`src/common/i4_pix_pkg.sv`:
```
// Pixel, block and macroblock types for the intra 4x4 mode decision
// Edge neighbour struct and sub-block geometry constants

package i4_pix_pkg;

    localparam int BLK_DIM  = 4;
    localparam int MB_DIM   = 16;
    localparam int NUM_BLKS = 16;

    typedef logic [7:0] pix_t;

    // Row major, pixel 0 in the low byte
    typedef pix_t [BLK_DIM*BLK_DIM-1:0] blk4_t;
    typedef pix_t [MB_DIM*MB_DIM-1:0]   mb_t;

    // 16 pixels above the macroblock plus the top-right pixel
    typedef pix_t [MB_DIM:0]   top_line_t;
    typedef pix_t [MB_DIM-1:0] left_col_t;

    typedef logic [3:0] blk_idx_t;

    typedef struct packed {
        pix_t               top_left;
        pix_t [BLK_DIM-1:0] top;
        pix_t               top_right;
        pix_t [BLK_DIM-1:0] left;
    } edge_t;

endpackage

```
`src/common/i4_mode_pkg.sv`:
```
// Intra 4x4 mode enum, per-mode fixed costs and score types
// Per-block decision result and the macroblock mode map

package i4_mode_pkg;

    typedef enum logic [1:0] {
        MODE_DC = 2'd0,
        MODE_TM = 2'd1,
        MODE_VE = 2'd2,
        MODE_HE = 2'd3
    } mode_t;

    localparam int NUM_MODES = 4;

    // Header bit cost of each mode, index is the mode
    localparam logic [NUM_MODES-1:0][15:0] FIXED_COST =
        {16'd1874, 16'd1723, 16'd1151, 16'd40};

    localparam int SSE_SHIFT = 8;

    typedef logic [15:0] lambda_t;
    typedef logic [31:0] sse_t;
    typedef logic [63:0] score_t;

    typedef i4_pix_pkg::blk4_t [NUM_MODES-1:0] pred_set_t;

    typedef struct packed {
        mode_t             mode;
        score_t            score;
        i4_pix_pkg::blk4_t pred;
    } mode_result_t;

    // Block k sits in bits 2k+1:2k
    typedef mode_t [i4_pix_pkg::NUM_BLKS-1:0] mode_map_t;

endpackage

```
`src/predict/i4_predictor.sv`:
```
// DC, TM, VE and HE predictions of one 4x4 sub-block
// Purely combinational, driven from the current edge pixels

`timescale 1ns/1ps

module i4_predictor (
    input  i4_pix_pkg::edge_t      edge_i,
    output i4_mode_pkg::pred_set_t preds_o
);

    import i4_pix_pkg::*;
    import i4_mode_pkg::*;

    // (a + 2b + c + 2) >> 2
    function automatic pix_t avg3(input pix_t a, input pix_t b, input pix_t c);
        logic [9:0] sum;
        sum = {2'b00, a} + {1'b0, b, 1'b0} + {2'b00, c} + 10'd2;
        return sum[9:2];
    endfunction

    function automatic pix_t tm_clip(input pix_t top, input pix_t left, input pix_t corner);
        logic signed [10:0] val;
        val = $signed({3'b000, top}) + $signed({3'b000, left}) - $signed({3'b000, corner});
        if (val < 0) begin
            return 8'd0;
        end
        if (val > 255) begin
            return 8'd255;
        end
        return val[7:0];
    endfunction

    // Extended edges, index 0 is the corner pixel
    pix_t [BLK_DIM+1:0] top_ext;
    pix_t [BLK_DIM+1:0] left_ext;
    logic [10:0]        dc_sum;
    pix_t               dc_val;

    assign top_ext  = {edge_i.top_right, edge_i.top, edge_i.top_left};
    // Bottom row of HE repeats the last left pixel
    assign left_ext = {edge_i.left[BLK_DIM-1], edge_i.left, edge_i.top_left};

    always_comb begin
        dc_sum = 11'd4;
        for (int i = 0; i < BLK_DIM; i++) begin
            dc_sum = dc_sum + {3'b000, edge_i.top[i]} + {3'b000, edge_i.left[i]};
        end
    end

    assign dc_val = dc_sum[10:3];

    //----------------------------------------------------------------------
    // Per-pixel predictions
    //----------------------------------------------------------------------
    always_comb begin
        for (int y = 0; y < BLK_DIM; y++) begin
            for (int x = 0; x < BLK_DIM; x++) begin
                preds_o[MODE_DC][y*BLK_DIM+x] = dc_val;
                preds_o[MODE_TM][y*BLK_DIM+x] =
                    tm_clip(edge_i.top[x], edge_i.left[y], edge_i.top_left);
                preds_o[MODE_VE][y*BLK_DIM+x] =
                    avg3(top_ext[x], top_ext[x+1], top_ext[x+2]);
                preds_o[MODE_HE][y*BLK_DIM+x] =
                    avg3(left_ext[y], left_ext[y+1], left_ext[y+2]);
            end
        end
    end

endmodule

```
`config.mk`:
```
export PLATFORM = sky130hd
export DESIGN_NAME = i4_predictor
export DESIGN_NICKNAME = d
export VERILOG_FILES = /design/src/common/i4_pix_pkg.sv /design/src/common/i4_mode_pkg.sv /design/src/predict/i4_predictor.sv
export SDC_FILE = /design/constraint.sdc
export NUM_CORES = 1
export LEC_CHECK = 0
export ABC_AREA = 1
export BUFFER_PORTS_ARGS = -buffer_cell sky130_fd_sc_hd__buf_2
export CAP_MARGIN = 15
export CORE_AREA = 2 2 228 230
export DETAILED_ROUTE_END_ITERATION = 16
export DIE_AREA = 0 0 230 232
export GPL_TIMING_DRIVEN = 0
export PLACE_DENSITY_LB_ADDON = 0.08
export REMOVE_ABC_BUFFERS = 1
export SLEW_MARGIN = 10
export SYNTH_ARGS = -nofsm -noshare
export SYNTH_HDL_FRONTEND = slang
export SYNTH_SLANG_ARGS = --single-unit
```
`constraint.sdc`:
```
create_clock -name vclk -period 6.7
set_input_delay 1.34 -clock vclk [all_inputs]
set_output_delay 1.34 -clock vclk [all_outputs]
set_load 0.01 [all_outputs]
```
==> flow_summary_export.csv <==
group,metric,value,unit
critical_path,crit_path_top_delay_cell,"fa_1",
drt,drt-vias-per-instance,4.65,
sta,hold_viol,0,
critical_path,cp_cell_sequence,"clkbuf_4 -> clkinvlp_4 -> fa_1 -> inv_1 -> fa_1 -> fa_1 -> inv_1 -> fa_1 -> inv_1 -> ha_4 -> inv_1 -> o21ai_2 -> a31oi_1 -> nand2_1 -> nand2_1 -> nand2_4 -> buf_12 -> buf_2",
drt,drt-total-wl,74800,um
sta,rsz0062_at_grt,"true",
placed_design,detailed_place.area,20400,sq um
critical_path,critPathMaxFanout,6,
floorplanning,io_pins,592,
sta,tns,0,ns
global_routing,grt_pass1_wl,106000,um
global_routing,grt_busiest_layer,"met2",
critical_path,cp.arrival,5.27,ns
sta,slew_viol_final,0,
finish,clock_buffers,0,
global_routing,grt_max_degree,19,
synthesis,yosysWarningCount,0,
floorplanning,rows,83,
finish,nFlopsAndLatches,0,
sta,worst_slack,0.0901,ns
finish,register_area,0,sq um
status,outcome,"completed",
floorplanning,die_y,232,um
critical_path,critPathCaptureType,"primary output",
sta,worst_pin_slew,0.955,ns
synthesis,syn-cell-area,18900,sq um
floorplanning,coreArea,50900,sq um
flow_run,max_cap_violations,0,
floorplanning,fp.dieW,230,um
sta,timing.fmax,0.151,GHz
floorplanning,die-area,53400,sq um
critical_path,critical_path_class,"in2out",
drt,drc,0,
critical_path,startpoint_type,"input pin",
global_routing,grt_pass1_vias,16944,
critical_path,cp_slowest_stage_delay,0.55,ns
drt,drtIter0Drc,1123,
sta,min_period_over_period,0.987,
finish,multi_input_area,14300,sq um
finish,final_nets,3751,
global_routing,overflow,0,
synthesis,synth.distinct_cells,26,
finish,n_fill_cell,5587,
sta,slew_headroom,0.363,
placed_design,dp_hpwl,60600,um
placed_design,gp_congestion,0.890,
finish,drive_gt1_frac,0.234,
global_routing,antenna_found_initial,3,
drt,firstDrtPassIters,5,
placed_design,io_buffers,592,
finish,area_growth,13.3,%
global_routing,grtUsageMet1,0.344,
finish,fin_area,21400,sq um
global_routing,met3_usage,0.0334,
sta,timing.final.crit_period,6.61,ns
clock_network,ctsHoldBuffers,0,
finish,final_util,0.422,
drt,drt-wirelength-per-cell,19.2,um
critical_path,crit_required,5.36,ns
drt,final_antenna_net_count,0,
floorplanning,start_util,0.372,
synthesis,yosysSeqAreaShare,0,
placed_design,pre_cts_ws,-0.952,ns
global_routing,met2_usage,0.478,
synthesis,synthCells,2890,
drt,dr_total_vias,18187,
synthesis,synth_area_per_cell,6.55,sq um
worst_hold_path,hold_path.class,"in2out",
global_routing,grt_use_total,0.271,
sta,setup_viol,0,
metrics by stage:
| step | hold slack [ns] | instances |
|---|---|---|
| global placement | 3.22 | 3850 |
| global route | 3.34 | 3907 |
| floorplan | 2.92 | 2578 |
| detailed placement | 3.25 | 3852 |
| finish | 3.27 | 3908 |
| CTS | 3.28 | 3895 |
final cells by class:
| class | count | share of cell area |
|---|---|---|
| Tap cell | 680 | 0.0397 |
| Timing Repair Buffer | 645 | 0.163 |
| Multi-Input combinational cell | 1866 | 0.665 |
| Inverter | 716 | 0.132 |
| Antenna cell | 1 | 0.000117 |
worst max-delay path: cells and delay by family:
| kind | cells | cell delay (ns) |
|---|---|---|
| buf+inv | 8 | 0.91 |
| simple gates | 3 | 0.30 |
| fa+ha+maj | 5 | 2.41 |
| compound gates | 2 | 0.30 |
cell families after synthesis:
family / Yosys count / share of synthesized area
AND/OR/NAND/NOR: 1144 / 0.262
buffers and inverters: 1028 / 0.266
adder cells (fa/ha/maj): 442 / 0.381
AO/OA/AOI/OAI: 197 / 0.0548
XOR/XNOR: 79 / 0.0365
final timing paths:
kind,start,slack (ns),to,depth (start not counted)
worst min-delay path,edge_i[7],3.27,preds_o[415],5
worst max-delay path,edge_i[30],0.09,preds_o[94],18
cells in the final DEF (no fill, tap or decap), types with 5 or more instances in the layout:
master	n
nand2_1	800
inv_1	675
buf_2	564
fa_1	224
ha_1	213
a21oi_1	142
nand3_1	94
nor2_1	79
nand3b_1	78
xor2_1	64
buf_4	53
clkinvlp_4	38
o21ai_0	28
or2_1	22
nand2_2	22
clkbuf_4	21
nand4_1	14
o21bai_1	12
xnor2_1	12
nand2_4	9
nand3_2	7
nor3_1	6
nand3_4	6
a31oi_1	5
nand2_8	5
ha_4	5
synth_stat cells:
cell type,count,area (sq um)
nor3_4,1,16.3
buf_4,312,2340
nor3_2,1,10.0
fa_1,224,4480
o21ai_2,1,8.76
nand4_1,14,87.6
or2_1,22,138
nand2_2,16,100
xor2_1,67,587
xnor2_1,12,105
o21bai_1,12,90.1
nand2_1,816,3060
a31oi_1,6,37.5
nor3_1,6,30.0
nand3_4,3,52.6
a21oi_1,144,721
nand3_2,7,70.1
inv_2,1,3.75
a21boi_0,4,30.0
o21ai_0,30,150
nand3b_1,78,586
ha_1,218,2730
inv_1,715,2680
nand3_1,97,485
nor2_1,79,297
or2_2,4,25.0
metal layers:
metal,up-vias,part of all wire
li1,9003,-
met5,-,0.00032
met2,633,0.48
met3,93,0.058
met1,8454,0.42
met4,4,0.036
repair_timing:
item | CTS | global route
resized for setup | 73 | 58
endpoints found under the hold margin | 0 | 0
buffers inserted | 41 | 10
gates cloned | 2 | 2
pin swaps | 7 | 15
endpoints found under the setup margin | 128 | 109
