==> src/common/i4_pix_pkg.sv <==
// Pixel, block and macroblock types for the intra 4x4 mode decision
// Edge neighbour struct and sub-block geometry constants

package i4_pix_pkg;

    localparam int BLK_DIM  = 4;
    localparam int MB_DIM   = 16;
    localparam int NUM_BLKS = 16;

    typedef logic [7:0] pix_t;

    // Row major, pixel 0 in the low byte
    typedef pix_t [BLK_DIM*BLK_DIM-1:0] blk4_t;
    typedef pix_t [MB_DIM*MB_DIM-1:0]   mb_t;

    // 16 pixels above the macroblock plus the top-right pixel
    typedef pix_t [MB_DIM:0]   top_line_t;
    typedef pix_t [MB_DIM-1:0] left_col_t;

    typedef logic [3:0] blk_idx_t;

    typedef struct packed {
        pix_t               top_left;
        pix_t [BLK_DIM-1:0] top;
        pix_t               top_right;
        pix_t [BLK_DIM-1:0] left;
    } edge_t;

endpackage

==> src/source/i4_mode_ctrl.sv <==
// Macroblock sequencing FSM for the intra 4x4 decision
// Sub-block counter and per-block issue and store strobes

`timescale 1ns/1ps

module i4_mode_ctrl (
    input  logic                 clk,
    input  logic                 rst_n,
    input  logic                 start_i,
    input  logic                 score_done_i,
    output logic                 mb_begin_o,
    output logic                 score_start_o,
    output logic                 store_o,
    output i4_pix_pkg::blk_idx_t blk_idx_o,
    output logic                 done_o
);

    import i4_pix_pkg::*;

    typedef enum logic [2:0] {
        IDLE,
        INIT,
        ISSUE,
        WAIT,
        STORE,
        DONE
    } state_t;

    state_t   state_q;
    state_t   state_d;
    blk_idx_t blk_q;

    always_ff @(posedge clk or negedge rst_n) begin
        if (!rst_n) begin
            state_q <= IDLE;
            blk_q   <= '0;
        end else begin
            state_q <= state_d;
            if (state_q == INIT) begin
                blk_q <= '0;
            end else if (state_q == STORE) begin
                blk_q <= blk_q + 4'd1;
            end
        end
    end

    always_comb begin
        state_d = state_q;
        case (state_q)
            IDLE:    if (start_i) state_d = INIT;
            INIT:    state_d = ISSUE;
            ISSUE:   state_d = WAIT;
            WAIT:    if (score_done_i) state_d = STORE;
            STORE:   state_d = (blk_q == blk_idx_t'(NUM_BLKS-1)) ? DONE : ISSUE;
            DONE:    state_d = IDLE;
            default: state_d = IDLE;
        endcase
    end

    assign mb_begin_o    = (state_q == INIT);
    assign score_start_o = (state_q == ISSUE);
    assign store_o       = (state_q == STORE);
    assign done_o        = (state_q == DONE);
    assign blk_idx_o     = blk_q;

    // Scorer only reports while a block is outstanding
    a_score_done_in_wait: assert property (
        @(posedge clk) disable iff (!rst_n) score_done_i |-> state_q == WAIT
    );

endmodule

==> config.mk <==
export PLATFORM = sky130hd
export DESIGN_NAME = i4_mode_ctrl
export DESIGN_NICKNAME = d
export VERILOG_FILES = /design/src/common/i4_pix_pkg.sv /design/src/source/i4_mode_ctrl.sv
export SDC_FILE = /design/constraint.sdc
export NUM_CORES = 1
export LEC_CHECK = 0
export BUFFER_PORTS_ARGS = -buffer_cell sky130_fd_sc_hd__buf_2
export CORE_AREA = 2 2 39 41
export CTS_BUF_LIST = sky130_fd_sc_hd__clkbuf_4 sky130_fd_sc_hd__clkbuf_8
export DETAILED_ROUTE_END_ITERATION = 6
export DIE_AREA = 0 0 41 43
export SLEW_MARGIN = 10
export SYNTH_ARGS = -nofsm -noshare
export SYNTH_HDL_FRONTEND = slang
export SYNTH_SLANG_ARGS = --single-unit
==> constraint.sdc <==
create_clock -name clk -period 2.5 [get_ports clk]
set_input_delay 0.75 -clock clk [delete_from_list [all_inputs] [get_ports clk]]
set_output_delay 0.75 -clock clk [all_outputs]
set_load 0.005 [all_outputs]
==> metrics.csv, run 1 <==
stage;metric;value;unit
global_routing;number of global-route vias before repair;289;
floorplan;Die W;41;µm
critical_path;crit path kind;reg -> out;
power;combinational share of power;29.0;%
timing;final setup TNS;0;ns
global_routing;largest net degree at the start of global routing;10;
cts;Worst-path clk slew;0.06;ns
cells_and_area;final core occ;33.6;%
floorplan;Core ar.;0.00138;mm²
drt;router iterations before antenna repair;3;
timing;fin crit period;2.16;ns
timing;part of the cycle the worst path needs;86.3;%
floorplan;initial core utilization;26.0;%
synth;Netlist Area Pre-Place;360;µm²
power;Net Sw Power;0.153;mW
cts;CTS Hold Bufs;0;
hold_path;class of the worst hold path;in -> async;
critical_path;CP Launch Type;flip-flop;
drt;vias;326;
timing;Final Hold Viols;0;
cells_and_area;commonest non-fill, non-tap cell in the layout;buf_2;
cts;Post-CTS Repair Setup Buffers;0;
drt;DR iter-0 viols;4;
timing;Slew Limit Fails;0;
floorplan;die footprint;0.00176;mm²
power;Internal Power;0.289;mW
power;worst vdd ir;0.394;mV
cts;CTS resizes;0;
global_routing;gr ovfl total;0;
drt;Residual DRC;0;
synth;#FFs+latches synth;7;
global_routing;antenna violations before repair;0;
drt;Routed Wire Length;748;µm
power;Net Sw Frac;34.5;%
timing;clock skew;0.00437;ns
cts;CTS buffer count;3;
timing;Worst slew margin;85.1;%
timing;RSZ-0062 raised after global routing;false;
cts;clk buf depth;2;
power;sequential share of power;44.8;%
critical_path;endpoint class of the critical path;primary output;
run_status;run status;completed;
cells_and_area;ant diodes;0;
power;Clk pwr share;26.2;%
critical_path;flop2flop setup slack;1.15;ns
flow_run;Max Cap Viol;0;
cts;H-tree depth;1;
floorplan;I/O pins;12;
floorplan;Row Count;14;
synth;count of cell types in the netlist;18;
global_routing;GRT Util Overall;11.1;%
placement;post-DP HPWL;571;µm
synth;post-synthesis area per instance;10.0;µm²
drt;Avg WL per Cell;11.2;µm
cells_and_area;most frequent cells in the layout;11 x buf_2, 7 x nand2_1, 7 x dfrtp_1;
cts;CTS sink cnt;7;
cts;CTS tree;done;
global_routing;GR Layer Usage met2;12.8;%
synth;sequential area share after synthesis;48.6;%
timing;Setup-failing EPs final;0;
critical_path;Worst EP required;1.75;ns
drt;routed vias/inst;4.87;
critical_path;critical path data arrival time;1.41;ns
synth;syn nets;41;
synth;Warnings, synthesis;0;
timing;maximum clock rate;463;MHz
cells_and_area;Layout Nets;57;
power;PwrDens;950;mW/mm²
cts;worst-skew pair later-pin latency;0.25;ns
synth;Synth Instances;36;
critical_path;CP Launch Point;state_q[1]$_DFFE_PN0P_;
power;total leakage power;0.280;nW
global_routing;met1 Resource Use GR;15.6;%
drt;post-route ant nets;0;
cells_and_area;area grow syn2layout;29.2;%
placement;RD Place Congestion;0.694;
critical_path;Reg-to-Reg Start;state_q[0]$_DFFE_PN0P_;
cells_and_area;share of layout cells above drive strength 1;39.2;%
global_routing;met3 global-route usage;3.14;%
placement;I/O Buffers;11;
cts;clk root buf;clkbuf_4;
timing;actual slew at the worst max-slew pin;0.224;ns
global_routing;first-pass GRT wire length;1.26;mm
floorplan;Die Ht;43;µm
global_routing;GR peak layer;met1;
critical_path;Max Fanout on Critical Path;9;
path summary, 6_finish.rpt:
kind                                                  to  cells past startpoint
worst max-delay path                          mb_begin_o                      3
worst min register to register  blk_idx_o[3]$_DFFE_PN0P_                      1
worst min-delay path            blk_idx_o[1]$_DFFE_PN0P_                      1
max in group asynchronous       blk_idx_o[3]$_DFFE_PN0P_                      1
min in group clk                blk_idx_o[3]$_DFFE_PN0P_                      1
worst max register to register  blk_idx_o[3]$_DFFE_PN0P_                      4
stage by stage:
| stage | cells | area [µm²] | power [mW] | hold slack (ns) | setup WS [ns] |
|---|---|---|---|---|---|
| floorplan | 36 | 360 | 0.274 | 0.454 | 0.755 |
| global placement | 63 | 435 | 0.328 | 0.493 | 0.631 |
| detailed placement | 63 | 435 | 0.330 | 0.494 | 0.617 |
| CTS | 67 | 465 | 0.453 | 0.318 | 0.324 |
| global route | 67 | 465 | 0.491 | 0.320 | 0.252 |
| finish | 67 | 465 | 0.442 | 0.319 | 0.342 |
metal layers:
layer	vias up	share of wire, %
met5	-	0
met3	0	7.0
met4	0	0
met2	12	43
met1	154	49
li1	160	-
critical path, cell delays in order, from the launching register on:
cell and delay, ns:
dfrtp_1 0.45, or3b_2 0.53, inv_1 0.07, buf_2 0.10
cell usage after synthesis:
cell type	instances	area share (%)
inv_1	2	2.1
mux2i_1	2	5.6
nand3_1	3	4.2
nand4b_1	1	2.4
and3_1	1	1.7
clkinv_2	1	1.4
a2bb2oi_1	1	2.4
or3b_2	1	2.4
dfrtp_1	7	49
nand2_1	7	7.3
and3b_2	1	2.8
o22ai_1	1	1.7
nor2_1	1	1.0
o21ai_0	3	4.2
ha_1	1	3.5
nor3b_1	1	2.1
nand4_2	1	3.5
or3b_4	1	3.1
flip-flops by register name, indices dropped and copies added (netlist names):
| register | flops |
|---|---|
| state_q | 3 |
| blk_idx_o | 4 |
power by group through the flow:
stage	Combinational, mW	Clock, mW	Sequential [mW]
2_1_floorplan	0.0844	0	0.190
3_3_place_gp	0.130	0	0.198
3_5_place_dp	0.130	0	0.200
4_1_cts	0.131	0.123	0.199
5_1_grt	0.152	0.132	0.207
6_report	0.128	0.116	0.198
layout make-up:
type / instances / area, µm²
Sequential cell: 7 / 175
Fill cell: 154 / 918
Timing Repair Buffer: 11 / 55.1
Tap cell: 16 / 20.0
Multi-Input combinational cell: 26 / 173
Clock buffer: 4 / 30.0
Inverter: 3 / 12.5
kinds of logic after synthesis:
logic type                 synth area share (%)
and+or+nand+nor                            30.6
adders and majority gates                  3.47
muxes                                      5.56
AOI/OAI and AO/OA                          8.33
DFF                                        48.6
buffers and inverters                      3.47
Note: power is estimated with default switching activity, not from simulation.
==> run 2, diff against run 1 <==
Settings changed: CTS_BUF_LIST sky130_fd_sc_hd__clkbuf_4 sky130_fd_sc_hd__clkbuf_8 to sky130_fd_sc_hd__clkbuf_16.
==> metrics.csv, run 2 (synthesized netlist as in run 1, its figures left out) <==
stage;metric;value;unit;change
power;Net Sw Power;0.170;mW;was 0.153 mW
timing;Final Hold Viols;0;;unchanged
floorplan;die footprint;0.00176;mm²;unchanged
timing;Setup-failing EPs final;0;;unchanged
power;sequential share of power;33.4;%;was 44.8%
timing;post-route setup slack;0.369;ns;was 0.342 ns
cells_and_area;Layout Nets;57;;unchanged
drt;post-route ant nets;0;;unchanged
floorplan;I/O pins;12;;unchanged
floorplan;initial core utilization;26.0;%;unchanged
drt;DR iter-0 viols;4;;unchanged
cells_and_area;most frequent cells in the layout;11 x buf_2, 7 x nand2_1, 7 x dfrtp_1;;unchanged
critical_path;Max Fanout on Critical Path;9;;unchanged
power;worst vdd ir;0.391;mV;was 0.394 mV
critical_path;crit-path cells;or3b_2 > inv_1 > buf_2;;unchanged
global_routing;number of global-route vias before repair;292;;was 289
critical_path;CP Launch Point;state_q[1]$_DFFE_PN0P_;;unchanged
timing;part of the cycle the worst path needs;85.2;%;was 86.3%
power;combinational share of power;21.6;%;was 29.0%
global_routing;GRT Util Overall;11.9;%;was 11.1%
timing;clock skew;0.000748;ns;was 0.00437 ns
run_status;run status;completed;;unchanged
global_routing;GR Layer Usage met2;13.4;%;was 12.8%
cells_and_area;ant diodes;0;;unchanged
critical_path;delay-heaviest family, CP;simple AND/OR/NAND/NOR gates;;unchanged
cells_and_area;Fillers;152;;was 154
global_routing;met3 global-route usage;4.71;%;was 3.14%
drt;vias;321;;was 326
critical_path;Worst EP required;1.75;ns;about the same
cells_and_area;final std cells w/o fill;67;;unchanged
placement;post-DP HPWL;571;µm;unchanged
drt;Routed Wire Length;773;µm;was 748 µm
floorplan;Die Ht;43;µm;unchanged
cells_and_area;area grow syn2layout;42.7;%;was 29.2%
cts;CTS tree;done;;unchanged
cells_and_area;final core occ;37.2;%;was 33.6%
timing;Slew Limit Fails;0;;unchanged
critical_path;flop2flop setup slack;1.15;ns;about the same
critical_path;endpoint class of the critical path;primary output;;unchanged
placement;I/O Buffers;11;;unchanged
cts;clk buf depth;2;;unchanged
hold_path;class of the worst hold path;in -> async;;unchanged
drt;Avg WL per Cell;11.5;µm;was 11.2 µm
drt;routed vias/inst;4.79;;was 4.87
placement;Place WS;0.617;ns;unchanged
power;Net Sw Frac;28.5;%;was 34.5%
cts;clk root buf;clkbuf_16;;was clkbuf_4
global_routing;gr ovfl total;0;;unchanged
global_routing;met1 Resource Use GR;15.6;%;unchanged
cells_and_area;share of layout cells above drive strength 1;37.3;%;was 39.2%
critical_path;worst path buffer plus inverter count;2;;unchanged
cts;Post-CTS Repair Setup Buffers;0;;unchanged
cells_and_area;area of the multi-input gates;173;µm²;unchanged
placement;Placed Cells;63;;unchanged
power;Internal Power;0.426;mW;was 0.289 mW
cts;CTS sink cnt;7;;unchanged
cts;CTS buffer count;3;;unchanged
critical_path;critical path data arrival time;1.38;ns;was 1.41 ns
timing;WHS;0.350;ns;was 0.319 ns
global_routing;first-pass GRT wire length;1.31;mm;was 1.26 mm
floorplan;Row Count;14;;unchanged
timing;maximum clock rate;469;MHz;was 463 MHz
critical_path;Worst R2R Path Depth;4;;unchanged
placement;RD Place Congestion;0.694;;unchanged
global_routing;GR peak layer;met1;;unchanged
power;Clk pwr share;45.0;%;was 26.2%
flow_run;Max Cap Viol;0;;unchanged
critical_path;cell at the slowest stage of the critical path;or3b_2;;unchanged
cells_and_area;commonest non-fill, non-tap cell in the layout;buf_2;;unchanged
power;PwrDens;1160;mW/mm²;was 950 mW/mm²
cts;H-tree depth;1;;unchanged
critical_path;Slowest Stage Delay on Critical Path;0.53;ns;about the same
cells_and_area;FF/Latch Area;175;µm²;unchanged
cts;worst-skew pair later-pin latency;0.23;ns;was 0.25 ns
cts;Worst-path clk slew;0.04;ns;was 0.06 ns
global_routing;antenna violations before repair;0;;unchanged
timing;actual slew at the worst max-slew pin;0.226;ns;was 0.224 ns
power;total leakage power;0.304;nW;was 0.280 nW
drt;router iterations before antenna repair;3;;unchanged
cells_and_area;Largest register FFs;4;;unchanged
cts;CTS Hold Bufs;0;;unchanged
timing;Worst slew margin;84.9;%;was 85.1%
global_routing;largest net degree at the start of global routing;10;;unchanged
critical_path;crit path kind;reg -> out;;unchanged
drt;Residual DRC;0;;unchanged
critical_path;Reg-to-Reg Start;state_q[0]$_DFFE_PN0P_;;unchanged
critical_path;reg2reg end;blk_idx_o[3]$_DFFE_PN0P_;;unchanged
timing;RSZ-0062 raised after global routing;false;;unchanged
timing;fin crit period;2.13;ns;was 2.16 ns
timing;final setup TNS;0;ns;unchanged
cts;CTS resizes;0;;unchanged
critical_path;CP Launch Type;flip-flop;;unchanged
floorplan;Die W;41;µm;unchanged
floorplan;Core ar.;0.00138;mm²;unchanged
[run 2: cell type report]
type / instances / area share [%]
sequential: 7 / 34.1
multi-input combinational: 26 / 33.6
inverter: 3 / 2.43
clock inverter: 1 / 0.730
clock buffer: 3 / 14.6
timing repair buffer: 11 / 10.7
tap: 16 / 3.89
[run 2: metal layers]
| metal | routed length [µm] | vias to the layer above |
|---|---|---|
| met3 | 72 | 4 |
| li1 | - | 159 |
| met5 | 0 | - |
| met4 | 31 | 0 |
| met2 | 290 | 14 |
| met1 | 377 | 144 |
[run 2: power by group through the flow]
stage	Combinational, mW	Sequential [mW]	Clock (mW)
global placement	0.130	0.198	0
CTS	0.132	0.200	0.275
floorplan	0.0844	0.190	0
global route	0.153	0.209	0.284
detailed placement	0.130	0.200	0
finish	0.128	0.199	0.268
[run 2: worst max-delay path by stage]
stage | endpoint | cells after the start
6_report | mb_begin_o | 3
5_1_grt | mb_begin_o | 3
4_1_cts | mb_begin_o | 3
3_5_place_dp | mb_begin_o | 3
3_3_place_gp | mb_begin_o | 3
2_1_floorplan | mb_begin_o | 2
[run 2: metrics by stage]
stage / total power, mW / instance area, µm²
floorplan: 0.274 / 360
global route: 0.645 / 514
finish: 0.596 / 514
global placement: 0.328 / 435
detailed placement: 0.330 / 435
CTS: 0.606 / 514
[run 2: worst register-to-register path: stages, from the launching register on]
cell and delay [ns]:
dfrtp_1 0.43, or3b_4 0.45, clkinv_2 0.10, nand4_2 0.11, mux2i_1 0.13
