### src/common/i4_pix_pkg.sv
// Pixel, block and macroblock types for the intra 4x4 mode decision
// Edge neighbour struct and sub-block geometry constants

package i4_pix_pkg;

    localparam int BLK_DIM  = 4;
    localparam int MB_DIM   = 16;
    localparam int NUM_BLKS = 16;

    typedef logic [7:0] pix_t;

    // Row major, pixel 0 in the low byte
    typedef pix_t [BLK_DIM*BLK_DIM-1:0] blk4_t;
    typedef pix_t [MB_DIM*MB_DIM-1:0]   mb_t;

    // 16 pixels above the macroblock plus the top-right pixel
    typedef pix_t [MB_DIM:0]   top_line_t;
    typedef pix_t [MB_DIM-1:0] left_col_t;

    typedef logic [3:0] blk_idx_t;

    typedef struct packed {
        pix_t               top_left;
        pix_t [BLK_DIM-1:0] top;
        pix_t               top_right;
        pix_t [BLK_DIM-1:0] left;
    } edge_t;

endpackage

### src/predict/i4_edge_ctx.sv
// Neighbour context for the sub-block being decided
// Line, left and corner registers rotated after each chosen block

`timescale 1ns/1ps

module i4_edge_ctx (
    input  logic                  clk,
    input  logic                  rst_n,
    input  logic                  mb_begin_i,
    input  logic                  update_i,
    input  i4_pix_pkg::blk_idx_t  blk_idx_i,
    input  i4_pix_pkg::top_line_t top_i,
    input  i4_pix_pkg::left_col_t left_i,
    input  i4_pix_pkg::pix_t      top_left_i,
    input  i4_pix_pkg::blk4_t     chosen_i,
    output i4_pix_pkg::edge_t     edge_o
);

    import i4_pix_pkg::*;

    // Bottom line of the last reconstructed row of blocks
    pix_t [MB_DIM-1:0]  line_q;
    pix_t [BLK_DIM-1:0] left_q;
    pix_t               corner_q;
    logic [1:0]         blk_row;
    logic [1:0]         blk_col;

    assign blk_row = blk_idx_i[3:2];
    assign blk_col = blk_idx_i[1:0];

    //----------------------------------------------------------------------
    // Rotation after each stored block
    //----------------------------------------------------------------------
    always_ff @(posedge clk) begin
        if (mb_begin_i) begin
            line_q <= top_i[MB_DIM-1:0];
        end else if (update_i) begin
            for (int x = 0; x < BLK_DIM; x++) begin
                line_q[blk_col*BLK_DIM+x] <= chosen_i[(BLK_DIM-1)*BLK_DIM+x];
                left_q[x] <= chosen_i[x*BLK_DIM+BLK_DIM-1];
            end
            // Old top pixel above the right column
            corner_q <= line_q[blk_col*BLK_DIM+BLK_DIM-1];
        end
    end

    //----------------------------------------------------------------------
    // Edge selection for the current block
    //----------------------------------------------------------------------
    always_comb begin
        for (int x = 0; x < BLK_DIM; x++) begin
            edge_o.top[x] = line_q[blk_col*BLK_DIM+x];
            if (blk_col == 2'd0) begin
                edge_o.left[x] = left_i[blk_row*BLK_DIM+x];
            end else begin
                edge_o.left[x] = left_q[x];
            end
        end

        // Right column of blocks reuses the macroblock top-right
        if (blk_col == 2'd3) begin
            edge_o.top_right = top_i[MB_DIM];
        end else begin
            edge_o.top_right = line_q[blk_col*BLK_DIM+BLK_DIM];
        end

        if (blk_col != 2'd0) begin
            edge_o.top_left = corner_q;
        end else if (blk_row == 2'd0) begin
            edge_o.top_left = top_left_i;
        end else begin
            edge_o.top_left = left_i[blk_row*BLK_DIM-1];
        end
    end

    // Controller never loads and rotates in one cycle
    a_no_load_and_rotate: assert property (
        @(posedge clk) disable iff (!rst_n) !(mb_begin_i && update_i)
    );

endmodule

### config.mk
export PLATFORM = sky130hd
export DESIGN_NAME = i4_edge_ctx
export DESIGN_NICKNAME = d
export VERILOG_FILES = /design/src/common/i4_pix_pkg.sv /design/src/predict/i4_edge_ctx.sv
export SDC_FILE = /design/constraint.sdc
export NUM_CORES = 1
export LEC_CHECK = 0
export BUFFER_PORTS_ARGS = -buffer_cell sky130_fd_sc_hd__buf_2
export CORE_AREA = 2 2 192 194
export CTS_BUF_LIST = sky130_fd_sc_hd__clkbuf_4 sky130_fd_sc_hd__clkbuf_8
export CTS_CLUSTER_SIZE = 28
export DETAILED_ROUTE_END_ITERATION = 12
export DIE_AREA = 0 0 194 196
export SETUP_SLACK_MARGIN = 0.3
export SYNTH_ARGS = -nofsm -noshare
export SYNTH_HDL_FRONTEND = slang
export SYNTH_SLANG_ARGS = --single-unit
export TNS_END_PERCENT = 50
### constraint.sdc
create_clock -name clk -period 7.7 [get_ports clk]
set_clock_uncertainty 0.15 [all_clocks]
set_input_delay 1.54 -clock clk [delete_from_list [all_inputs] [get_ports clk]]
set_output_delay 1.54 -clock clk [all_outputs]
set_load 0.01 [all_outputs]
==> run summary, run 1 <==
The cell depth of the worst setup path is 7. The dominant cell type by area after synthesis is sky130_fd_sc_hd__edfxtp_1. The most used flip-flop cell after synthesis is sky130_fd_sc_hd__edfxtp_1. The tightest min-delay check is of the register to register type. Global routing used approximately 17% of the available tracks across all layers. The deepest clock path buffer count is 2.

Setup repair after global routing left no endpoint under its margin. The run finished with clean final reports. The wire length of the first global-routing pass came out at ~47 mm.

The sequential share of the synthesized area is 53.26%. Counting every net in the synthesized netlist gives 1,007. Yosys mapped a number of flops with a built-in enable equal to between 150 and 200. The remaining routing DRC violations came out at 0. The overall power consumption is roughly 2300 µW. In this run, the number of DRC markers left after iteration 0 of detailed routing was about 360. The cell depth of the worst flop-to-flop path is 1. The number of placement rows came out at 70. On the critical path, the stage with the largest delay is an instance of sky130_fd_sc_hd__buf_2.

The number of antenna violations at the first check in global routing came out at 16. The fraction of registers with async set or reset after synthesis is 0%. For the worst setup path, the data required time is roughly 6 ns.

The number of post-CTS setup repair buffers came out at 0. Along the worst path, the maximum fanout reaches 33. Port buffering added 414 buffers. The highest achievable clock rate is 184.2 MHz. The via-per-instance ratio is just under 5. STA classifies the critical path startpoint as an input port.

The total of flip-flops plus latches after synthesis is approximately 170. The number of top-level pins is around 490. The total global routing overflow is 0. The height of the die is roughly 200 µm.

The number of max-cap violations came out at 0. The number of buffers and inverters on the critical path is 3. The starting density of the core came out at 26.25%.

Walking the worst path, the cells encountered are buf_2, inv_1, ha_1, mux4_2, mux2i_1, a21oi_1, buf_2. The delay contributed by the slowest stage of the critical path is roughly 0.66 ns. The count of hold buffers inserted by post-cts repair is 0. The area of the core is ~36,000 µm². The count of unique library cells instantiated by Yosys came out at 21.

The share of layout cells above drive strength 1 is 59.78%. The hold violation total from the final report came out at 0. By instance count, the leading cell after synthesis is sky130_fd_sc_hd__edfxtp_1. Grouping stages by cell kind, the critical path spends the most delay in buffers and inverters. The summed area of non-filler cells in the final layout came out at about 12,000 µm². The number of H-tree levels is 4. The worst max-slew margin expressed relative to the limit came out at about 24%.

The maximum number of pins on one net before global-route repair is 86. Ranked by instance count, the synthesized netlist is headed by sky130_fd_sc_hd__edfxtp_1, sky130_fd_sc_hd__a22o_1, sky130_fd_sc_hd__mux4_2. The final critical delay including setup and external delays is 5.430 ns. The global placement routability congestion is approximately 0.8.

The number of instances resized during post-cts repair is 0. Yosys attributes the largest share of cell area to sky130_fd_sc_hd__edfxtp_1, sky130_fd_sc_hd__mux4_2, sky130_fd_sc_hd__a22o_1, sky130_fd_sc_hd__mux2_4, sky130_fd_sc_hd__nand2_1. Clock tree synthesis selected as its root buffer the cell sky130_fd_sc_hd__clkbuf_8. The die covers 38,020 µm². The average footprint of a synthesized cell came out at 15.97 µm². The clock transition at the registers of the reported paths is about 0.10 ns. The via count of the first global-routing pass is 7,555. The layout-stage area growth over the synthesis result came out at 29.42%. The final antenna-violating net count came out at 0. The final wirelength is 32.60 mm. The worst setup path is captured at an output pin. The area share of the leading cell type in the synthesized netlist is 53.26%. The post-place instance area came out at 11,860 µm². The count of final max-slew check failures is 0.

The final cell utilization of the core is between 30% and 40%. The data arrival time of the worst path came out at between 3 and 4 ns. The number of sinks on the clock net came out at ~170.

The transition time of the tightest slew-check pin came out at approximately 1.1 ns. Prior to clock tree synthesis, the placed netlist has a worst setup slack of 2.186 ns. After technology mapping, the gate count stands at about 590. The netlist area before placement is between 9000 and 10,000 µm². The total iterations of the first detailed-routing run is 4.

Summed over all failing endpoints, the final setup total negative slack is 0 ns. The routed layout has 7,019 vias. Counting instances, the worst hold path has a depth of 1. The final-stage net count came out at approximately 1,400. In this run the static leakage power is 0.004959 µW. The number of setup violations in the final report is 0.

In this run the power density over the cells is roughly 180 nW/µm². Across the VDD grid, the largest voltage drop is about 110 µV. TritonCTS built the clock tree. By instance count, the cell type seen most on the critical path is sky130_fd_sc_hd__buf_2. The worst path meets setup with 2.270 ns of slack. The placed wire-length estimate is between 20 and 25 mm. The type of the worst setup path is input port to output pin.

The Yosys step of the flow raised 0 warnings. The final period utilization is 70.52%. The source-to-sink clock delay at the later pin of the worst-skew pair came out at around 0.49 ns. The average wire per cell in the routed design came out at ~22 µm. The total clock buffers created by CTS is 17.

Measured along the x axis, the die boundary spans between 150 and 200 µm.
## cells in the final DEF, fill, tap and decap left out, drive strengths merged
| cell type | Yosys | final |
|---|---|---|
| nor2 | 8 | 8 |
| mux4 | 88 | 88 |
| o21ai | 32 | 32 |
| clkinv | 0 | 4 |
| edfxtp | 168 | 168 |
| diode | 0 | 11 |
| a22o | 96 | 96 |
| nand2 | 64 | 64 |
| clkinvlp | 0 | 1 |
| inv | 4 | 14 |
| ha | 6 | 6 |
| mux2 | 40 | 40 |
| buf | 32 | 420 |
| a21o | 4 | 4 |
| a21oi | 8 | 8 |
| nor2b | 4 | 4 |
| mux2i | 8 | 8 |
| clkbuf | 31 | 17 |
## logic make-up (layout without fill, tap and decap cells)
logic type / count (synthesis) / after routing / synth area share [%]
other cells: 0 / 11 / 0
mux: 136 / 136 / 27.59
fa+ha+maj: 6 / 6 / 0.7925
flops: 168 / 168 / 53.26
simple gates: 76 / 76 / 3.117
buf+inv: 67 / 456 / 3.936
compound gates: 140 / 140 / 11.31
## routing by layer
metal / part of all wire, % / up-vias / global-route usage (%)
li1: - / 3223 / -
met1: 38 / 3429 / 18.89
met2: 52 / 315 / 29.87
met3: 7.8 / 42 / 5.398
met4: 2.1 / 10 / 7.884
met5: 0.20 / - / 0
## final cells by class
class | count | area (µm²)
antenna | 11 | 27.53
clock buffer | 17 | 234.0
clock inverter | 15 | 135.1
fill | 3620 | 23830
inverter | 4 | 15.01
multi-input combinational | 358 | 4095
sequential | 168 | 5045
tap | 468 | 585.6
timing repair buffer | 420 | 2122
## registers in the layout, indices dropped and copies added (netlist names)
register / count
corner_q: 8
line_q: 128
left_q: 32
## power breakdown
group | internal [µW] | switching [µW]
Combinational | 261 | 237
Clock | 238 | 383
Sequential | 1110 | 28.1
## final timing paths
path / slack, ns / endpoint / start
worst max register to register: 6.37 / corner_q[1] / line_q[57]
worst max-delay path: 2.27 / edge_o[77] / blk_idx_i[3]
worst min register to register: 0.52 / corner_q[7] / line_q[31]
worst min-delay path: 0.52 / corner_q[7] / line_q[31]
## per-stage QoR
step | hold slack (ns) | instances
after CTS | 0.5191 | 1450
after global routing | 0.5410 | 1459
final | 0.5193 | 1461
after detailed placement | 0.4956 | 1418
after floorplan | 0.4794 | 593
after global placement | 0.4872 | 1418
Note: power is estimated with default switching activity, not from simulation.
==> run 2, diff against run 1 <==
--- a/config.mk
+++ b/config.mk
@@ -6,11 +6,11 @@
 export NUM_CORES = 1
 export LEC_CHECK = 0
 export BUFFER_PORTS_ARGS = -buffer_cell sky130_fd_sc_hd__buf_2
-export CORE_AREA = 2 2 192 194
+export CORE_AREA = 2 2 189 191
 export CTS_BUF_LIST = sky130_fd_sc_hd__clkbuf_4 sky130_fd_sc_hd__clkbuf_8
 export CTS_CLUSTER_SIZE = 28
 export DETAILED_ROUTE_END_ITERATION = 12
-export DIE_AREA = 0 0 194 196
+export DIE_AREA = 0 0 191 193
 export SETUP_SLACK_MARGIN = 0.3
 export SYNTH_ARGS = -nofsm -noshare
 export SYNTH_HDL_FRONTEND = slang
==> constraint.sdc (replaced) <==
create_clock -name clk -period 5.4 [get_ports clk]
set_clock_uncertainty 0.15 [all_clocks]
set_input_delay 1.08 -clock clk [delete_from_list [all_inputs] [get_ports clk]]
set_output_delay 1.08 -clock clk [all_outputs]
set_load 0.01 [all_outputs]
==> run 2 against run 1 <==
Cell count did not move. Routed wire length up 1.2%. Count of clock-buffer cells in the layout grew 1. Worst setup slack worse by 1.0 ns. Cell area rose by 0.62%. Core utilization grew 1.3 points. Worst hold slack worse by 0.00067 ns. Critical path depth decreased by 1. Global-route usage increased by 0.63 points. Sequential power rose by 42%. Non-clock buffer count grew 5. Critical path type unchanged. Highest routed layer unchanged.
==> run summary, run 2 (synthesis results as in run 1) <==
Outcome: finished, final reports clean (unchanged). The worst max-slew margin expressed relative to the limit came out at 23.95% (was 24.02%). The number of max-cap violations was 0 (unchanged).

The highest achievable clock rate came out at 240.5 MHz. The share of layout cells above drive strength 1 is 59.88% (was 59.78%). The wire length of the first global-routing pass is 46.26 mm (was 47.26 mm). The source-to-sink clock delay at the later pin of the worst-skew pair was 0.49 ns (about the same).

The cell-internal power came out at 2420 µW (was 1607 µW). The average wire per cell in the routed design is 22.59 µm (was 22.32 µm). The element type at the critical path end was an output pin (unchanged).

The type of the worst setup path was input port to output pin (unchanged). The final total negative setup slack is 0 ns (unchanged). The number of setup violations in the final report is 0 (unchanged). The number of post-CTS setup repair buffers came to 0 (unchanged). The power share of the clock group came out at 29.6% (was 27.5%). The classification of the worst-slack hold path is register to register (unchanged). The layout-stage area growth over the synthesis result was 30.22% (was 29.42%). The final-stage net count is 1,388 (was 1,383). The sort of element at the start of the critical path is an input port (unchanged).

The clock transition at the registers of the reported paths came out at 0.09 ns (was 0.10 ns). The number of placement rows is 69 (was 70). The count of routing violations after the opening detailed-route iteration was 419 (was 361). Leading cell types in the layout, fill and taps excluded: sky130_fd_sc_hd__buf_2, sky130_fd_sc_hd__edfxtp_1, sky130_fd_sc_hd__a22o_1 (unchanged).

The TritonCTS clock tree is done (unchanged). The summed area of non-filler cells in the final layout came out at 12,340 µm² (was 12,260 µm²). The number of sinks on the clock net was 168 (unchanged). The number of top-level pins came out at 488 (unchanged). The total iterations of the first detailed-routing run came out at 5 (was 4). Largest registers: line_q (128), left_q (32), corner_q (8) (unchanged). The placed wire-length estimate came out at 24.05 mm (was 23.79 mm).

The worst path setup slack after routing came out at 1.242 ns (was 2.270 ns). The total global routing overflow came out at 0 (unchanged). The power per cell area is 268.8 nW/µm² (was 183.9 nW/µm²). The number of antenna violations at the first check in global routing came out at 13 (was 16). The global placement routability congestion came out at 0.8467 (was 0.7992).

The data arrival time of the worst path came out at 2.93 ns (was 3.74 ns). Unrepaired setup endpoints after global routing: false (unchanged). The maximum number of pins on one net before global-route repair came out at 66 (was 86). The total clock buffers created by CTS came out at 17 (unchanged). The starting density of the core was 27.09% (was 26.25%). The maximum fanout count along the critical path is 40 (was 33). The area of the core came out at 34,960 µm² (was 36,080 µm²). The die extent in x came out at 191 µm (was 194 µm). The number of fill cells is 3,506 (was 3,620). The count of final max-slew check failures came out at 0 (unchanged).

The register with the highest flop count is line_q (unchanged). The final wirelength came out at 33.00 mm (was 32.60 mm). The worst ir drop on vdd came out at 152.8 µV (was 105.2 µV). The worst setup timing slack at the placement stage came out at 1.180 ns (was 2.186 ns). The final cell utilization of the core came out at 35.28% (was 33.97%). The sequential power share came to 48.9% (was 50.4%).

The remaining routing DRC violations came out at 0 (unchanged). The hold violation total from the final report is 0 (unchanged). The switching power is 895.7 µW (was 647.9 µW). The transition time of the tightest slew-check pin is 1.138 ns (was 1.137 ns).

The number of buffers inserted by port buffering is 414 (unchanged). The portion of total power attributed to combinational logic is 21.5% (was 22.1%). The number of flip-flops under the largest register name is 128 (unchanged). The combined global-route utilization of all metal layers is 17.68% (was 17.05%).

The final antenna-violating net count came out at 0 (unchanged). The deepest clock path buffer count came out at 2 (unchanged). The number of H-tree levels came out at 4 (unchanged).

The final period utilization is around 77%. The clock tree root buffer cell is sky130_fd_sc_hd__clkbuf_8 (unchanged). The via-per-instance ratio is 4.908 (was 4.804). The height of the die came out at 193 µm (was 196 µm). The count of hold buffers inserted by post-cts repair came out at 0 (unchanged). The full die area is 36,860 µm² (was 38,020 µm²). The most common cell after layout, fill and taps aside was sky130_fd_sc_hd__buf_2 (unchanged). The worst path needs slightly above 4 ns of the cycle, external delays included. The reported leakage power is 0.004997 µW (was 0.004959 µW). The number of instances resized during post-cts repair was 0 (unchanged).

The required time of the critical path is 4.17 ns (was 6.01 ns). The total number of vias is 7,170 (was 7,019). The post-place instance area is 11,890 µm² (was 11,860 µm²). The via count of the first global-routing pass is 7,474 (was 7,555).

The switching portion of total power came out at 27.01% (was 28.73%).
==> run 2: changes by cell type in the layout (fill, tap and decap cells not counted), sizes merged <==
cell | previous run | this run
inv | 14 | 8
clkbuf | 17 | 18
bufinv | 0 | 3
clkinv | 4 | 5
diode | 11 | 13
buf | 420 | 425
clkinvlp | 1 | 2
==> run 2: stage by stage <==
| stage | instances | hold slack, ns | total power (µW) |
|---|---|---|---|
| floorplan | 593 | 0.4794 | 2048 |
| global placement | 1416 | 0.4867 | 2362 |
| detailed placement | 1416 | 0.4972 | 2378 |
| CTS | 1448 | 0.5176 | 3368 |
| global route | 1457 | 0.5261 | 3477 |
| finish | 1461 | 0.5186 | 3316 |
==> run 2: layout make-up <==
type | instances | area, µm² | share of cell area, %
Antenna cell | 13 | 32.53 | 0.2637
Timing Repair Buffer | 425 | 2160 | 17.51
Clock buffer | 18 | 241.5 | 1.958
Inverter | 4 | 15.01 | 0.1217
Sequential cell | 168 | 5045 | 40.90
Tap cell | 461 | 576.8 | 4.676
Multi-Input combinational cell | 358 | 4095 | 33.20
Clock inverter | 14 | 170.2 | 1.379
==> run 2: routing by layer <==
| metal | part of all wire, % | global-route usage, % | up-vias |
|---|---|---|---|
| met3 | 8.0 | 5.466 | 37 |
| li1 | - | - | 3234 |
| met2 | 52 | 31.90 | 338 |
| met5 | 0.048 | 0 | - |
| met4 | 2.2 | 7.275 | 2 |
| met1 | 38 | 19.28 | 3559 |
==> run 2: worst max-delay path, stage by stage <==
cell and delay, ns:
sky130_fd_sc_hd__buf_2 0.13, sky130_fd_sc_hd__buf_4 0.57, sky130_fd_sc_hd__mux4_1 0.69, sky130_fd_sc_hd__mux2i_1 0.14
sky130_fd_sc_hd__a21oi_1 0.09, sky130_fd_sc_hd__buf_2 0.19
==> run 2: path summary, 6_finish.rpt <==
check	from	to	slack, ns	cells past startpoint
max	blk_idx_i[2]	edge_o[79]	1.24	6
min	line_q[29]	corner_q[5]	0.52	1
max reg2reg	line_q[58]	corner_q[2]	4.05	1
min reg2reg	line_q[29]	corner_q[5]	0.52	1
==> run 2: power groups by stage <==
stage | Combinational [µW] | Sequential [µW] | Clock, µW
6_report | 714 | 1620 | 981
2_1_floorplan | 413 | 1630 | 0
3_5_place_dp | 725 | 1650 | 0
5_1_grt | 774 | 1640 | 1070
4_1_cts | 727 | 1620 | 1020
3_3_place_gp | 717 | 1640 | 0
==> run 3, diff against run 2 <==
--- a/config.mk
+++ b/config.mk
@@ -6,11 +6,11 @@
 export NUM_CORES = 1
 export LEC_CHECK = 0
 export BUFFER_PORTS_ARGS = -buffer_cell sky130_fd_sc_hd__buf_2
-export CORE_AREA = 2 2 189 191
+export CORE_AREA = 2 2 192 194
 export CTS_BUF_LIST = sky130_fd_sc_hd__clkbuf_4 sky130_fd_sc_hd__clkbuf_8
 export CTS_CLUSTER_SIZE = 28
 export DETAILED_ROUTE_END_ITERATION = 12
-export DIE_AREA = 0 0 191 193
+export DIE_AREA = 0 0 194 196
 export SETUP_SLACK_MARGIN = 0.3
 export SYNTH_ARGS = -nofsm -noshare
 export SYNTH_HDL_FRONTEND = slang
==> constraint.sdc (replaced) <==
create_clock -name clk -period 3.6 [get_ports clk]
set_clock_uncertainty 0.15 [all_clocks]
set_input_delay 0.72 -clock clk [delete_from_list [all_inputs] [get_ports clk]]
set_output_delay 0.72 -clock clk [all_outputs]
set_load 0.01 [all_outputs]
==> run 3 against run 2 <==
Clock power up 39%. Register-to-register slack got worse by 1.8 ns. Routed wire length up 1.3%. Core utilization down 0.57 points. Global-route usage down 0.43 points. Largest cell class unchanged.
==> run summary, run 3 (synthesis results as in run 1) <==
The number of antenna violations at the first check in global routing is 14 (was 13). The transition time of the tightest slew-check pin is 0.7357 ns (was 1.138 ns). The critical-path cell with the highest stage delay is sky130_fd_sc_hd__ha_1 (was sky130_fd_sc_hd__mux4_1). The worst max-slew margin expressed relative to the limit was 50.95% (was 23.95%). The final antenna-violating net count is 0 (unchanged). The worst ir drop on vdd came out at 232.5 µV (was 152.8 µV). The power share of the clock group came to 27.7% (was 29.6%). The reg-to-reg startpoint is line_q[122] (was line_q[58]). The height of the die came to 196 µm (was 193 µm). The worst setup timing slack at the placement stage is 0.3626 ns (was 1.180 ns). The switching portion of total power is 28.00% (was 27.01%). The register with the highest flop count was line_q (unchanged). The source-to-sink clock delay at the later pin of the worst-skew pair is 0.48 ns (was 0.49 ns). The portion of total power attributed to combinational logic is 22.6% (was 21.5%). Largest registers: line_q (128), left_q (32), corner_q (8) (unchanged). The full die area came out at 38,020 µm² (was 36,860 µm²).

The count of routing violations after the opening detailed-route iteration came out at 398 (was 419). The placed wire-length estimate was 25.41 mm (was 24.05 mm). The worst min-delay path endpoint is left_q[8] (was corner_q[5]). The number of setup violations in the final report came out at 0 (unchanged). The number of instances resized during post-cts repair came out at 0 (unchanged). The switching power came out at 1372 µW (was 895.7 µW). The depth of the worst hold-timing path came to 1 (unchanged). Outcome: finished, final reports clean (unchanged). The reported leakage power is 0.005089 µW (was 0.004997 µW). The via count of the first global-routing pass was 7,536 (was 7,474).

The cell depth of the worst flop-to-flop path came out at 1 (unchanged). The highest achievable clock rate came out at ~310 MHz. The cell repeated most along the worst path is sky130_fd_sc_hd__buf_2 (unchanged). The total number of vias came to 7,230 (was 7,170).

Series of cell instances along the critical path: buf_2, inv_1, ha_1, mux4_2, mux2i_1, a21oi_1, buf_2 (was buf_2, buf_4, mux4_1, mux2i_1, a21oi_1, buf_2). The data arrival time of the worst path is 2.32 ns (was 2.93 ns). The global placement routability congestion is 0.8182 (was 0.8467). The number of max-cap violations is 0 (unchanged).

The end of the worst register-to-register path was corner_q[2] (unchanged). The total iterations of the first detailed-routing run came out at 4 (was 5). The clock transition at the registers of the reported paths came out at 0.10 ns (was 0.09 ns). The total global routing overflow came to 0 (unchanged). The average wire per cell in the routed design came out at 22.66 µm (was 22.59 µm).

The die extent in x is 194 µm (was 191 µm). The summed area of non-filler cells in the final layout came out at 12,530 µm² (was 12,340 µm²). The maximum fanout count along the critical path came to 8 (was 40). The sort of element at the start of the critical path is an input port (unchanged). The count of final max-slew check failures came out at 0 (unchanged). The final-stage net count is 1,401 (was 1,388). The number of post-CTS setup repair buffers came out at 0 (unchanged).

The final total negative setup slack came out at 0 ns (unchanged). The number of buffers inserted by port buffering came out at 414 (unchanged). The maximum number of pins on one net before global-route repair came out at 67 (was 66).

The final critical delay including setup and external delays is ~3.2 ns. The required time of the critical path is 2.73 ns (was 4.17 ns). The TritonCTS clock tree is done (unchanged).

The cell-internal power came to 3529 µW (was 2420 µW). The worst path setup slack after routing came out at 0.4064 ns (was 1.242 ns). The type of the worst setup path is input port to output pin (unchanged). The sequential power share came to 49.7% (was 48.9%). The combined global-route utilization of all metal layers is 17.25% (was 17.68%).

The number of H-tree levels came to 4 (unchanged). The layout-stage area growth over the synthesis result came out at 32.23% (was 30.22%). The clock tree root buffer cell is sky130_fd_sc_hd__clkbuf_8 (unchanged). The element type at the critical path end was an output pin (unchanged). The number of placement rows is 70 (was 69). The final period utilization came out at roughly nine tenths.

The delay contributed by the slowest stage of the critical path came out at 0.55 ns (was 0.69 ns). The share of layout cells above drive strength 1 was 60.60% (was 59.88%). Leading cell types in the layout, fill and taps excluded: sky130_fd_sc_hd__buf_2, sky130_fd_sc_hd__edfxtp_1, sky130_fd_sc_hd__a22o_1 (unchanged). The internal reg-to-reg setup slack came out at 2.27 ns (was 4.05 ns). The area of the core came out at 36,080 µm² (was 34,960 µm²). The post-route worst hold slack is 0.2483 ns (was 0.5186 ns).

The via-per-instance ratio was 4.902 (was 4.908). The remaining routing DRC violations came out at 0 (unchanged). The total clock buffers created by CTS is 17 (unchanged).

Unrepaired setup endpoints after global routing: false (unchanged). The count of hold buffers inserted by post-cts repair came out at 0 (unchanged). The hold violation total from the final report came out at 0 (unchanged). The final wirelength came out at 33.42 mm (was 33.00 mm). The power per cell area is 391.3 nW/µm² (was 268.8 nW/µm²). The post-place instance area is 12,130 µm² (was 11,890 µm²). The number of top-level pins is 488 (unchanged).

The most common cell after layout, fill and taps aside is sky130_fd_sc_hd__buf_2 (unchanged). The wire length of the first global-routing pass is 48.06 mm (was 46.26 mm). The launch instance of the worst min-delay path was chosen_i[56] (was line_q[29]). The classification of the worst-slack hold path is input port to register (was register to register). The deepest clock path buffer count was 2 (unchanged).

The number of flip-flops under the largest register name was 128 (unchanged). The starting density of the core is 26.25% (was 27.09%). The number of sinks on the clock net is 168 (unchanged).
-- run 3: layout make-up --
class                           count  area (µm²)
Sequential cell                   168        5045
Antenna cell                        7       17.52
Inverter                            4       17.52
Multi-Input combinational cell    358        4113
Tap cell                          468       585.6
Fill cell                        3578       23560
Timing Repair Buffer              438        2370
Clock inverter                     14       136.4
Clock buffer                       18       241.5
-- run 3: power groups by stage --
stage	logic, µW	clock network (µW)	registers [µW]
2_1_floorplan	635	0	2450
3_3_place_gp	1110	0	2470
3_5_place_dp	1130	0	2480
4_1_cts	1130	1410	2440
5_1_grt	1190	1480	2460
6_report	1110	1360	2440
-- run 3: worst max-delay path, delay by kind of cell --
| kind | cells | cell delay [ns] |
|---|---|---|
| compound gates | 1 | 0.13 |
| fa+ha+maj | 1 | 0.55 |
| buf+inv | 3 | 0.35 |
| mux | 2 | 0.56 |
-- run 3: how the worst max path moves through the flow --
stage	start	to	slack, ns	depth (start not counted)
3_5_place_dp	blk_idx_i[2]	edge_o[78]	0.36	7
6_report	blk_idx_i[2]	edge_o[78]	0.41	7
3_3_place_gp	blk_idx_i[2]	edge_o[78]	0.39	7
4_1_cts	blk_idx_i[2]	edge_o[78]	0.37	7
5_1_grt	blk_idx_i[2]	edge_o[78]	0.33	7
2_1_floorplan	blk_idx_i[0]	edge_o[36]	0.31	9
-- run 3: routing by layer --
metal / GRT usage [%] / part of all wire [%] / vias to the layer above
met4: 5.051 / 2.2 / 8
met5: 0 / 0.17 / -
met1: 19.68 / 38 / 3609
li1: - / - / 3248
met3: 5.329 / 7.5 / 41
met2: 31.03 / 52 / 324
-- run 3: per-stage QoR --
| step | util (%) | power, µW | cells |
|---|---|---|---|
| after floorplan | - | 3086 | 593 |
| after global placement | 33.62 | 3581 | 1436 |
| after detailed placement | 33.62 | 3610 | 1436 |
| after CTS | 34.66 | 4980 | 1468 |
| after global routing | 34.71 | 5131 | 1474 |
| final | 34.71 | 4902 | 1475 |
